`src/source/wb_pkg.sv`:
```
`default_nettype none

package wb_pkg;

   // ********************
   // Bus widths
   // ********************

   localparam int WB_ADR_W = 16;
   localparam int WB_DAT_W = 32;

   typedef logic [WB_ADR_W-1:0] wb_adr_t;
   typedef logic [WB_DAT_W-1:0] wb_word_t;

   // Master to slave
   typedef struct packed {
      wb_adr_t  adr;
      wb_word_t dat;
      logic     we;
      logic     cyc;
      logic     stb;
   } wb_req_t;

   // Slave to master
   typedef struct packed {
      wb_word_t rdt;
      logic     ack;
      logic     err;
   } wb_rsp_t;

endpackage

`default_nettype wire

```
`src/source/io_map_pkg.sv`:
```
`default_nettype none

package io_map_pkg;

   // ********************
   // Address map
   // ********************

   // 64-byte windows
   localparam wb_pkg::wb_adr_t GPIO_BASE  = 16'h0100;
   localparam wb_pkg::wb_adr_t TIMER_BASE = 16'h0200;
   localparam wb_pkg::wb_adr_t WIN_MASK   = 16'hFFC0;

   // Offset bits inside a window
   localparam int OFS_W = 6;
   typedef logic [OFS_W-1:0] ofs_t;

   // GPIO registers
   localparam ofs_t GPIO_IN   = 6'h00;
   localparam ofs_t GPIO_OUT  = 6'h04;
   localparam ofs_t GPIO_OE   = 6'h08;
   localparam ofs_t GPIO_INTE = 6'h0C;
   localparam ofs_t GPIO_INTS = 6'h10;

   // Timer registers
   localparam ofs_t TMR_CNTR = 6'h00;
   localparam ofs_t TMR_HRC  = 6'h04;
   localparam ofs_t TMR_CTRL = 6'h08;

   // Timer control bits
   localparam int CTRL_EN  = 0;
   localparam int CTRL_IE  = 1;
   localparam int CTRL_INT = 2;

   localparam int GPIO_W = 32;
   typedef logic [GPIO_W-1:0] gpio_pins_t;

   typedef struct packed {
      logic gpio;
      logic timer;
   } io_irq_t;

endpackage

`default_nettype wire

```
`src/source/gpio_regs.sv`:
```
`default_nettype none

module gpio_regs (
   input  logic                   i_clk,
   input  logic                   i_reset,
   input  wb_pkg::wb_req_t        i_wb,
   output wb_pkg::wb_rsp_t        o_wb,
   input  io_map_pkg::gpio_pins_t i_pins,
   output io_map_pkg::gpio_pins_t o_out,
   output io_map_pkg::gpio_pins_t o_oe,
   output logic                   o_irq
);
   import wb_pkg::*;
   import io_map_pkg::*;

   gpio_pins_t out_q;
   gpio_pins_t oe_q;
   gpio_pins_t inte_q;
   gpio_pins_t ints_q;
   gpio_pins_t in_q;
   gpio_pins_t in_prev;
   gpio_pins_t rise;
   gpio_pins_t ints_clr;
   wb_word_t   rd_data;
   wb_word_t   rdt_q;
   logic       ack_q;
   logic       access;
   logic       wr_en;
   ofs_t       ofs;

   assign ofs    = i_wb.adr[OFS_W-1:0];
   // One access per strobe, none while ack is out
   assign access = i_wb.cyc & i_wb.stb & ~ack_q;
   assign wr_en  = access & i_wb.we;

   // ********************
   // Pin sampling
   // ********************

   always_ff @(posedge i_clk) begin
      in_q    <= i_pins;
      in_prev <= in_q;
   end

   assign rise     = in_q & ~in_prev;
   assign ints_clr = (wr_en && ofs == GPIO_INTS) ? gpio_pins_t'(i_wb.dat) : '0;

   always_ff @(posedge i_clk) begin
      if (i_reset) begin
         out_q  <= '0;
         oe_q   <= '0;
         inte_q <= '0;
         ints_q <= '0;
         ack_q  <= 1'b0;
      end else begin
         ack_q <= access;
         if (wr_en && ofs == GPIO_OUT)
            out_q <= gpio_pins_t'(i_wb.dat);
         if (wr_en && ofs == GPIO_OE)
            oe_q <= gpio_pins_t'(i_wb.dat);
         if (wr_en && ofs == GPIO_INTE)
            inte_q <= gpio_pins_t'(i_wb.dat);
         // New edges win over a clear in the same cycle
         ints_q <= (ints_q & ~ints_clr) | rise;
      end
   end

   // ********************
   // Read back
   // ********************

   always_comb begin
      case (ofs)
         GPIO_IN:   rd_data = wb_word_t'(in_q);
         GPIO_OUT:  rd_data = wb_word_t'(out_q);
         GPIO_OE:   rd_data = wb_word_t'(oe_q);
         GPIO_INTE: rd_data = wb_word_t'(inte_q);
         GPIO_INTS: rd_data = wb_word_t'(ints_q);
         default:   rd_data = '0;
      endcase
   end

   always_ff @(posedge i_clk) begin
      if (access)
         rdt_q <= rd_data;
   end

   always_comb begin
      o_wb.rdt = rdt_q;
      o_wb.ack = ack_q;
      o_wb.err = 1'b0;
   end

   assign o_out = out_q;
   assign o_oe  = oe_q;
   assign o_irq = |(ints_q & inte_q);

endmodule

`default_nettype wire

```
`src/source/io_intercon.sv`:
```
`default_nettype none

module io_intercon (
   input  logic                i_clk,
   input  logic                i_reset,
   input  wb_pkg::wb_req_t     i_wb,
   output wb_pkg::wb_rsp_t     o_wb,
   output wb_pkg::wb_req_t     o_gpio_wb,
   output wb_pkg::wb_req_t     o_timer_wb,
   input  wb_pkg::wb_rsp_t     i_gpio_rsp,
   input  wb_pkg::wb_rsp_t     i_timer_rsp,
   input  logic                i_gpio_irq,
   input  logic                i_timer_irq,
   output io_map_pkg::io_irq_t o_irq
);
   import wb_pkg::*;
   import io_map_pkg::*;

   wb_adr_t win;
   logic    gpio_hit;
   logic    timer_hit;
   logic    miss_stb;
   logic    err_q;

   // ********************
   // Address decode
   // ********************

   assign win       = i_wb.adr & WIN_MASK;
   assign gpio_hit  = (win == GPIO_BASE);
   assign timer_hit = (win == TIMER_BASE);
   assign miss_stb  = i_wb.cyc & i_wb.stb & ~gpio_hit & ~timer_hit;

   // Strobe only reaches the addressed slave
   always_comb begin
      o_gpio_wb      = i_wb;
      o_gpio_wb.stb  = i_wb.stb & gpio_hit;
      o_timer_wb     = i_wb;
      o_timer_wb.stb = i_wb.stb & timer_hit;
   end

   // Unmapped access, one err pulse per strobe
   always_ff @(posedge i_clk) begin
      if (i_reset)
         err_q <= 1'b0;
      else
         err_q <= miss_stb & ~err_q;
   end

   // ********************
   // Response path
   // ********************

   always_comb begin
      if (gpio_hit) begin
         o_wb = i_gpio_rsp;
      end else if (timer_hit) begin
         o_wb = i_timer_rsp;
      end else begin
         o_wb.rdt = '0;
         o_wb.ack = 1'b0;
         o_wb.err = err_q;
      end
   end

   always_comb begin
      o_irq.gpio  = i_gpio_irq;
      o_irq.timer = i_timer_irq;
   end

endmodule

`default_nettype wire

```
`src/source/swervolf_io.sv`:
```
`default_nettype none

module swervolf_io (
   input  logic                   i_clk,
   input  logic                   i_reset,
   input  wb_pkg::wb_req_t        i_wb,
   output wb_pkg::wb_rsp_t        o_wb,
   input  io_map_pkg::gpio_pins_t i_gpio_in,
   output io_map_pkg::gpio_pins_t o_gpio_out,
   output io_map_pkg::gpio_pins_t o_gpio_oe,
   output io_map_pkg::io_irq_t    o_irq
);

   wb_pkg::wb_req_t gpio_wb;
   wb_pkg::wb_req_t timer_wb;
   wb_pkg::wb_rsp_t gpio_rsp;
   wb_pkg::wb_rsp_t timer_rsp;
   logic            gpio_irq;
   logic            timer_irq;

   io_intercon intercon (
      .i_clk       (i_clk),
      .i_reset     (i_reset),
      .i_wb        (i_wb),
      .o_wb        (o_wb),
      .o_gpio_wb   (gpio_wb),
      .o_timer_wb  (timer_wb),
      .i_gpio_rsp  (gpio_rsp),
      .i_timer_rsp (timer_rsp),
      .i_gpio_irq  (gpio_irq),
      .i_timer_irq (timer_irq),
      .o_irq       (o_irq)
   );

   gpio_regs gpio (
      .i_clk   (i_clk),
      .i_reset (i_reset),
      .i_wb    (gpio_wb),
      .o_wb    (gpio_rsp),
      .i_pins  (i_gpio_in),
      .o_out   (o_gpio_out),
      .o_oe    (o_gpio_oe),
      .o_irq   (gpio_irq)
   );

   timer_regs timer (
      .i_clk   (i_clk),
      .i_reset (i_reset),
      .i_wb    (timer_wb),
      .o_wb    (timer_rsp),
      .o_irq   (timer_irq)
   );

endmodule

`default_nettype wire

```
`src/source/timer_regs.sv`:
```
`default_nettype none

module timer_regs (
   input  logic            i_clk,
   input  logic            i_reset,
   input  wb_pkg::wb_req_t i_wb,
   output wb_pkg::wb_rsp_t o_wb,
   output logic            o_irq
);
   import wb_pkg::*;
   import io_map_pkg::*;

   wb_word_t          cntr_q;
   wb_word_t          hrc_q;
   logic [CTRL_INT:0] ctrl_q;
   wb_word_t          rd_data;
   wb_word_t          rdt_q;
   logic              ack_q;
   logic              access;
   logic              wr_en;
   logic              wrap;
   ofs_t              ofs;

   assign ofs    = i_wb.adr[OFS_W-1:0];
   assign access = i_wb.cyc & i_wb.stb & ~ack_q;
   assign wr_en  = access & i_wb.we;

   // Compare match while running
   assign wrap = ctrl_q[CTRL_EN] && (cntr_q == hrc_q);

   // ********************
   // Counter and control
   // ********************

   always_ff @(posedge i_clk) begin
      if (i_reset) begin
         cntr_q <= '0;
         hrc_q  <= '0;
         ctrl_q <= '0;
         ack_q  <= 1'b0;
      end else begin
         ack_q <= access;
         if (wr_en && ofs == TMR_CNTR)
            cntr_q <= i_wb.dat;
         else if (wrap)
            cntr_q <= '0;
         else if (ctrl_q[CTRL_EN])
            cntr_q <= cntr_q + 1'b1;
         if (wr_en && ofs == TMR_HRC)
            hrc_q <= i_wb.dat;
         if (wr_en && ofs == TMR_CTRL) begin
            ctrl_q[CTRL_EN] <= i_wb.dat[CTRL_EN];
            ctrl_q[CTRL_IE] <= i_wb.dat[CTRL_IE];
         end
         // Match sets INT ahead of a software clear
         if (wrap)
            ctrl_q[CTRL_INT] <= 1'b1;
         else if (wr_en && ofs == TMR_CTRL && i_wb.dat[CTRL_INT])
            ctrl_q[CTRL_INT] <= 1'b0;
      end
   end

   always_comb begin
      case (ofs)
         TMR_CNTR: rd_data = cntr_q;
         TMR_HRC:  rd_data = hrc_q;
         TMR_CTRL: rd_data = wb_word_t'(ctrl_q);
         default:  rd_data = '0;
      endcase
   end

   always_ff @(posedge i_clk) begin
      if (access)
         rdt_q <= rd_data;
   end

   always_comb begin
      o_wb.rdt = rdt_q;
      o_wb.ack = ack_q;
      o_wb.err = 1'b0;
   end

   assign o_irq = ctrl_q[CTRL_INT] & ctrl_q[CTRL_IE];

endmodule

`default_nettype wire

```
`config.mk`:
```
export PLATFORM = sky130hd
export DESIGN_NAME = swervolf_io
export DESIGN_NICKNAME = d
export VERILOG_FILES = /design/src/source/wb_pkg.sv /design/src/source/io_map_pkg.sv /design/src/source/gpio_regs.sv /design/src/source/io_intercon.sv /design/src/source/swervolf_io.sv /design/src/source/timer_regs.sv
export SDC_FILE = /design/constraint.sdc
export NUM_CORES = 1
export LEC_CHECK = 0
export BUFFER_PORTS_ARGS = -buffer_cell sky130_fd_sc_hd__clkbuf_2
export CORE_MARGIN = 2
export CORE_UTILIZATION = 30
export DETAILED_ROUTE_END_ITERATION = 8
export GPL_TIMING_DRIVEN = 0
export HOLD_SLACK_MARGIN = 0.08
export SETUP_SLACK_MARGIN = 0.2
export SYNTH_ARGS = -nofsm -noshare
export SYNTH_HDL_FRONTEND = slang
export SYNTH_SLANG_ARGS = --single-unit
```
`constraint.sdc`:
```
create_clock -name i_clk -period 4.14 [get_ports i_clk]
set_input_delay 0.207 -clock i_clk [delete_from_list [all_inputs] [get_ports i_clk]]
set_output_delay 0.207 -clock i_clk [all_outputs]
set_load 0.02 [all_outputs]
```
# Word level (Yosys, flattened, before mapping)
# Index checks and enable logic that the tools add are counted.
# op_classes
n_addsub	1
multipliers	0
n_div	0
order_cmp	0
n_eq_ne	7
shift	0
mux	10
bitwise	24
n_reduce_logical	13
# ops
operator	count
$pmux W32 S5	1
$mux W32	4
$and A32 B32 Y32	3
$pmux W32 S3	1
$mux W34	2
$not A32 Y32	2
$add A32 B1 Y32 const B	1
$eq A32 B32 Y1	1
$or A32 B32 Y32	1
$reduce_or A32 Y1	1
$and A1 B1 Y1	13
$eq A6 B4 Y1 const B	2
$eq A10 B3 Y1 const B	1
$eq A10 B4 Y1 const B	1
$logic_and A1 B1 Y1	9
$eq A6 B3 Y1 const B	1
$eq A6 B5 Y1 const B	1
$logic_not A6 Y1	1
$not A1 Y1	5
$reduce_bool A3 Y1	1
$mux W1	2
$reduce_bool A2 Y1	1
# word_totals
ff_bits	326
latchBits	0
ramBits	0
romBits	0
output_inout_bits	100
word_cells	70
memories	0

# Depth between registers and ports, before layout
# Gate-level depths: netlist of run 1.
# depth
depth_word	10
depth_mapped	10
depth_no_buf	7

# Cells and area by module
# A second synthesis of run 1 with hierarchy kept.
# unflattened
hier_cells	1593
area_unflattened_um2	14550.2
# by_module_without_submodules
mod	instances	cells_per_inst	area_per_inst_um2	seq_area_each_um2
gpio_regs	1	851	8034.0	4824.6
timer_regs	1	583	5237.5	2322.2
io_intercon	1	159	1278.7	20.0

# Least setup slack after synthesis of run 1
# No wires, ideal clock.
# synth_path
path_kind	input port to flip-flop
start	input port i_wb[42] in the netlist's numbering
end	register timer.rdt_q[0], enable pin
setup_ns	0.468
t_arrival_ns	4.033
t_required_ns	3.672
path_slack_ns	-0.361
stages	5
n_path_buf	2
path_cell_list	or4_4 nor4_1 clkbuf_1 clkbuf_1 nor3b_1
# synth_between
elab_chain_cells	4
# synth_lines
element	line	source
start: declaration	swervolf_io.sv:6	input wb_pkg::wb_req_t i_wb,
$eq A10 B4 Y1	io_intercon.sv:31	assign timer_hit = (win == TIMER_BASE);
$and A1 B1 Y1	io_intercon.sv:39	o_timer_wb.stb = i_wb.stb & timer_hit;
$and A1 B1 Y1 (2 in a row)	timer_regs.sv:25	assign access = i_wb.cyc & i_wb.stb & ~ack_q;
named net timer.access	timer_regs.sv:19	logic access;
end signal: assignment	timer_regs.sv:74	rdt_q <= rd_data;
end: declaration	timer_regs.sv:17	wb_word_t rdt_q;
# The timed path passes the listed nets, and every way through them passes these cells.
# A chain may end at the register's enable or synchronous reset.

==> results.yml, run 1 <==
critical_path:
  required_ns: 3.93
  cp_slowest_cell: "clkbuf_1"
  reg2regPathDepth: 7
  crit_type: "in -> out"
  crit_path_start_kind: "input port"
  path_cells: "dlygate4sd3_1 > clkbuf_2 > or4_4 > nor4_1 > clkbuf_1 > clkbuf_1 > a22o_1 > clkbuf_2"
  crit_path_end_kind: "primary output"
  cp_slowest_stage_delay_ns: 0.60
  cp_max_fo: 10
  rr_startpoint: "timer.ctrl_q[0]"
  r2r_end: "timer.cntr_q[30]"
  arrival_ns: 3.56
  ff2ff_setup_slack_ns: 0.83
synthesis:
  syn_area_mm2: 0.0137
  synth_nets: 1640
  synth_commonest_cells: "nand2_1, dfxtp_1, a21oi_1"
  ys_types: 56
  async_flop_share_pct: 0
  synth-seq-cells: 326
  synth_warnings: 0
  ys_seq_area_share_pct: 52.2
  synthTopCellsByArea: "dfxtp_1, edfxtp_1, nand2_1, a21oi_1, a22oi_1"
  syn_inst: 1554
  yosysMostFrequentCell: "nand2_1"
  ys.flop_type: "dfxtp_1"
  synth_top_cell_area_share_pct: 38.2
  syn_avg_cell_area_um2: 8.83
  synth_top_area_cell: "dfxtp_1"
  synth_edf_count: 64
global_route:
  grt_usage_pct: 22.8
  grt.met3_usage_pct: 3.50
  antenna_found_initial: 0
  grtUsageMet2_pct: 38.5
  gr-max-usage-layer: "met2"
  grt_pass1_vias: 13000
  grt-ovfl-total: 0
  grt_max_degree: 19
  gr-usage-met1_pct: 28.6
  grt_pass1_wl_um: 80800
cells_and_area:
  nets: 1930
  drive_above_1_share_pct: 14.9
  area_growth_syn_to_layout_pct: 26.3
  antenna-diode-count: 0
  final_cells: 2471
power:
  leakage_nw: 6.30
  p_int_w: 0.00540
  p_switching_w: 0.00162
  ir_drop_mv: 0.321
  pwr-share-seq_pct: 47.6
  p_sw_share_pct: 23.0
  power_frac_comb_pct: 5.0
  cellPowerDensity_mw_per_mm2: 405
  clockPowerShare_pct: 47.3
sta:
  final_hold_viol_count: 0
  fin_crit_sh_pct: 91.1
  fmax_ghz: 0.265
  clock_skew_ns: 0.0174
  slew_viol_final: 0
  worstMarginPinSlew_ns: 1.13
  rsz0062_at_grt: "false"
  relSlewSlack_pct: 23.8
  fin_setup_tns_ns: 0
  min_period_ns: 3.77
  setup_viol: 0
routing:
  drt-pass1-iter-count: 6
  postRouteAntennaNets: 0
  drcViolationCount: 0
  wl_um: 55100
  vias_per_cell: 5.32
  drtIter0Drc: 1226
  num_vias: 13100
  wl_per_cell_um: 22.3
place:
  dp_hpwl_um: 42300
  gp_congestion: 0.934
  dp_cells: 2338
  io_buffers: 181
floorplanning:
  dieWidth_um: 218
  row_count: 78
  start_util_pct: 30.3
  io_pins: 185
  dieArea_mm2: 0.0474
  die_h_um: 218
  core_area_mm2: 0.0453
clock_network:
  cts_buffer_depth: 3
  cts-root-buf: "clkbuf_16"
  clk_pin_slew_ns: 0.06
  clock-sinks: 326
  cts_tree: "yes"
  numCtsBuffers: 37
  hold_buffers: 67
  cts_setup_buffers: 0
  clock_latency_ns: 0.54
  cts_max_level: 2
  post_cts_resized: 0
worst_hold_path:
  hold_class: "in -> reg"
  worstHoldStart: "i_wb[3]"
  min_to: "timer.hrc_q[0]"
  whs_path_depth: 3
run:
  drv_cap: 0
status:
  outcome: "finished, final reports clean"
==> worst max-delay path by stage <==
stage / from / depth (start not counted) / slack [ns] / end
floorplan: i_wb[48] / 3 / 0.61 / gpio.rdt_q[0]
CTS: i_wb[46] / 8 / 0.44 / o_wb[21]
global placement: i_wb[42] / 4 / -0.67 / gpio.rdt_q[13]
finish: i_wb[46] / 8 / 0.37 / o_wb[21]
detailed placement: i_wb[42] / 7 / 0.45 / timer.rdt_q[12]
global route: i_wb[46] / 8 / 0.23 / o_wb[21]
==> cell families after synthesis <==
| kind of cell | synth area share, % |
|---|---|
| AO/OA/AOI/OAI | 19.4 |
| XOR/XNOR | 2.81 |
| adder cells (fa/ha/maj) | 0.0912 |
| buffers and inverters | 4.11 |
| flip-flops | 52.2 |
| multiplexers | 0.292 |
| AND/OR/NAND/NOR | 21.1 |
==> sequential cells by signal (all words and copies together), names as in the netlist <==
name            flops
gpio.ints_q        32
gpio.rdt_q         32
timer.hrc_q        32
timer.cntr_q       32
gpio.in_prev       32
gpio.ack_q          1
timer.ack_q         1
gpio.inte_q        32
gpio.o_oe          32
timer.rdt_q        32
timer.ctrl_q        3
intercon.err_q      1
gpio.in_q          32
gpio.o_out         32
==> routing by layer <==
metal  vias up  part of all wire [%]
met4         0                   4.7
met2       594                    48
met3       137                   7.4
li1       6091                     -
met1      6315                    40
met5         -                     0
==> layout make-up <==
class / count / area [µm²]
Buffer: 117 / 497
Clock buffer: 51 / 1060
Clock inverter: 15 / 164
Fill cell: 4614 / 28000
Inverter: 18 / 67.6
Multi-Input combinational cell: 1093 / 6000
Sequential cell: 326 / 7170
Tap cell: 600 / 751
Timing Repair Buffer: 251 / 1610
==> power by group through the flow <==
stage                     Combinational (W)  Clock, W  Sequential (W)
after global placement             0.000294         0         0.00341
after floorplan                    0.000140         0         0.00338
after detailed placement           0.000296         0         0.00341
after CTS                          0.000346   0.00337         0.00334
after global routing               0.000377   0.00349         0.00335
final                              0.000354   0.00332         0.00334
==> critical path: cells and delay by family <==
family | cells | cell delay [ns]
simple gates | 2 | 1.03
buf+inv | 5 | 1.99
compound gates | 1 | 0.33
==> stage by stage <==
stage	cell area (µm²)	worst slack, ns	total power (W)	util, %	hold slack, ns
floorplan	13700	0.614	0.00352	-	0.235
global placement	15400	-0.668	0.00370	34.0	0.311
detailed placement	15400	0.453	0.00371	34.1	0.311
CTS	17300	0.439	0.00706	38.3	0.0822
global route	17300	0.226	0.00721	38.3	0.0996
finish	17300	0.370	0.00702	38.3	0.113
==> cells in the final DEF (no fill, tap or decap), types with 5 or more instances in the layout <==
cell,netlist,layout
nand2_1,360,360
dfxtp_1,262,262
clkbuf_2,0,181
a21oi_1,177,177
clkbuf_1,98,106
a22oi_1,76,76
nor2_1,71,71
dlygate4sd3_1,0,67
a22o_1,64,64
edfxtp_1,64,64
nand3_1,63,63
clkbuf_16,0,39
nor2b_1,35,35
xnor2_1,30,30
a31oi_1,25,25
nor3_1,20,19
nand4_1,19,19
o21ai_0,19,19
inv_1,17,17
a211oi_1,15,15
xor2_1,14,14
buf_2,12,12
and3_1,12,12
nor4_1,11,11
or4_1,8,8
and2_1,7,7
a32oi_1,7,7
or3_1,5,5
o21bai_1,5,5
clkinv_2,0,5
Note: power is estimated with default switching activity, not from simulation.
==> run 2: changes to the inputs <==
SYNTH_HIERARCHICAL = 1   (was unset)
clock period = 3.4 ns   (was 4.14 ns; I/O delays follow)
==> results.yml, run 2 <==
critical_path:
  crit_path_start_kind: "input port"
  path_cells: "clkbuf_2 > or4_1 > clkbuf_1 > nor4_4 > buf_2 > and2_1 > and4b_1 > buf_2 > clkbuf_1 > nand2_1 > o21ai_0 > a21oi_1"
  arrival_ns: 3.33
  critPathBufInv: 5
  rr_startpoint: "timer/cntr_q[19]"
  reg2regPathDepth: 8
  r2r_end: "timer/cntr_q[8]"
  ff2ff_setup_slack_ns: 0.96
  startpoint: "i_wb[50]"
  cp_slowest_cell: "or4_1"
  required_ns: 3.78
  cp_slowest_stage_delay_ns: 0.53
  crit_family: "simple AND/OR/NAND/NOR gates"
  crit_path_end_kind: "register"
  crit_type: "in -> reg"
  cp_max_fo: 10
power:
  ir_drop_mv: 0.329
  cellPowerDensity_mw_per_mm2: 481
  power_frac_comb_pct: 4.6
  p_switching_w: 0.00193
  clockPowerShare_pct: 48.2
  pwr-share-seq_pct: 47.2
  leakage_nw: 6.60
  p_sw_share_pct: 22.5
  p_int_w: 0.00666
cells_and_area:
  nets: 1913
  n_fill_cell: 4819
  final_cells: 2471
  drive_above_1_share_pct: 20.6
  final_common_cell: "nand2_1"
  final_util_pct: 37.6
  layout_common_cells: "nand2_1, dfxtp_1, a21oi_1"
  area_growth_syn_to_layout_pct: 24.0
place:
  io_buffers: 145
  dp_hpwl_um: 41900
  dp_cells: 2334
  gp_congestion: 0.960
clock_network:
  clk_pin_slew_ns: 0.06
  cts_buffer_depth: 3
  cts_max_level: 2
  cts-root-buf: "clkbuf_16"
  numCtsBuffers: 37
  cts_tree: "yes"
  clock_latency_ns: 0.53
  clock-sinks: 326
floorplanning:
  dieArea_mm2: 0.0498
  start_util_pct: 30.3
  io_pins: 185
  row_count: 80
  core_area_mm2: 0.0475
  dieWidth_um: 223
  die_h_um: 223
global_route:
  grtUsageMet2_pct: 32.8
  grt_pass1_wl_um: 80800
  antenna_found_initial: 5
  grt_usage_pct: 21.9
  grt_max_degree: 33
  gr-max-usage-layer: "met2"
  gr-usage-met1_pct: 29.5
  grt.met3_usage_pct: 5.70
  grt_pass1_vias: 12500
  grt-ovfl-total: 0
worst_hold_path:
  whs_path_depth: 4
  worstHoldStart: "i_wb[38]"
  min_to: "timer/rdt_q[1]"
  hold_class: "in -> reg"
sta:
  final_hold_viol_count: 0
  relSlewSlack_pct: 24.7
  setup_viol: 0
  slew_viol_final: 0
  worstMarginPinSlew_ns: 1.13
  fin_setup_tns_ns: 0
  min_period_ns: 2.96
  fin_crit_sh_pct: 87.0
  fmax_ghz: 0.338
  rsz0062_at_grt: "false"
  clock_skew_ns: 0.0169
status:
  outcome: "finished, final reports clean"
synthesis:
  syn_avg_cell_area_um2: 9.15
  synth_warnings: 6
  syn_area_mm2: 0.0144
  syn_inst: 1573
  synth_nets: 1659
routing:
  wl_per_cell_um: 22.6
  vias_per_cell: 5.26
  drt-pass1-iter-count: 7
  postRouteAntennaNets: 0
  drtIter0Drc: 1644
  drcViolationCount: 0
  wl_um: 55900
  num_vias: 13000
run:
  drv_cap: 0
## run 2: worst max-delay path by stage
stage / to / slack [ns] / cells past startpoint
floorplan: timer/cntr_q[17] / 0.41 / 12
global placement: timer/rdt_q[4] / -0.47 / 8
detailed placement: timer/cntr_q[31] / -0.43 / 13
CTS: gpio/ints_q[4] / 0.21 / 12
global route: gpio/ints_q[6] / 0.32 / 12
finish: gpio/ints_q[4] / 0.44 / 12
## run 2: worst register-to-register path: cells and delay by family (launching register included)
family,cells,cell delay (ns)
AO/OA/AOI/OAI,2,0.45
XOR/XNOR,1,0.21
buffers and inverters,2,0.73
flip-flops,1,0.31
AND/OR/NAND/NOR,3,0.62
## run 2: layout make-up
cell class | instances | area (µm²) | share of cell area [%]
Buffer | 203 | 1290 | 7.24
Sequential cell | 326 | 7170 | 40.1
Antenna cell | 3 | 7.51 | 0.0420
Multi-Input combinational cell | 1037 | 5930 | 33.2
Clock inverter | 16 | 221 | 1.24
Clock buffer | 49 | 1010 | 5.67
Timing Repair Buffer | 215 | 1430 | 8.00
Tap cell | 615 | 769 | 4.31
Inverter | 7 | 26.3 | 0.147
## run 2: power groups by stage
stage | sequential (W) | combinational, W | clock [W]
global placement | 0.00413 | 0.000308 | 0
CTS | 0.00405 | 0.000395 | 0.00419
floorplan | 0.00410 | 0.000203 | 0
global route | 0.00405 | 0.000421 | 0.00436
finish | 0.00405 | 0.000398 | 0.00414
detailed placement | 0.00413 | 0.000312 | 0
## run 2: stage by stage
stage	total power, W	worst slack (ns)	hold slack (ns)	cell area (µm²)
global placement	0.00444	-0.466	0.276	15900
global route	0.00884	0.321	0.144	17800
CTS	0.00863	0.214	0.101	17800
detailed placement	0.00444	-0.432	0.274	15900
floorplan	0.00431	0.414	0.198	14400
finish	0.00859	0.442	0.119	17900
## run 2: routing by layer
| layer | vias to the layer above | wire length [µm] | share of wire (%) |
|---|---|---|---|
| li1 | 5911 | - | - |
| met1 | 6256 | 23800 | 43 |
| met2 | 705 | 24000 | 43 |
| met3 | 113 | 5670 | 10 |
| met4 | 4 | 2430 | 4.3 |
| met5 | - | 27 | 0.048 |
## run 2: timing repair
action                                  CTS  global route
pin swaps                                 1             1
setup buffers                             1             2
resized for setup                         0             0
endpoints found under the setup margin   27            97
endpoints found under the hold margin   226             0
hold buffers                             66             0
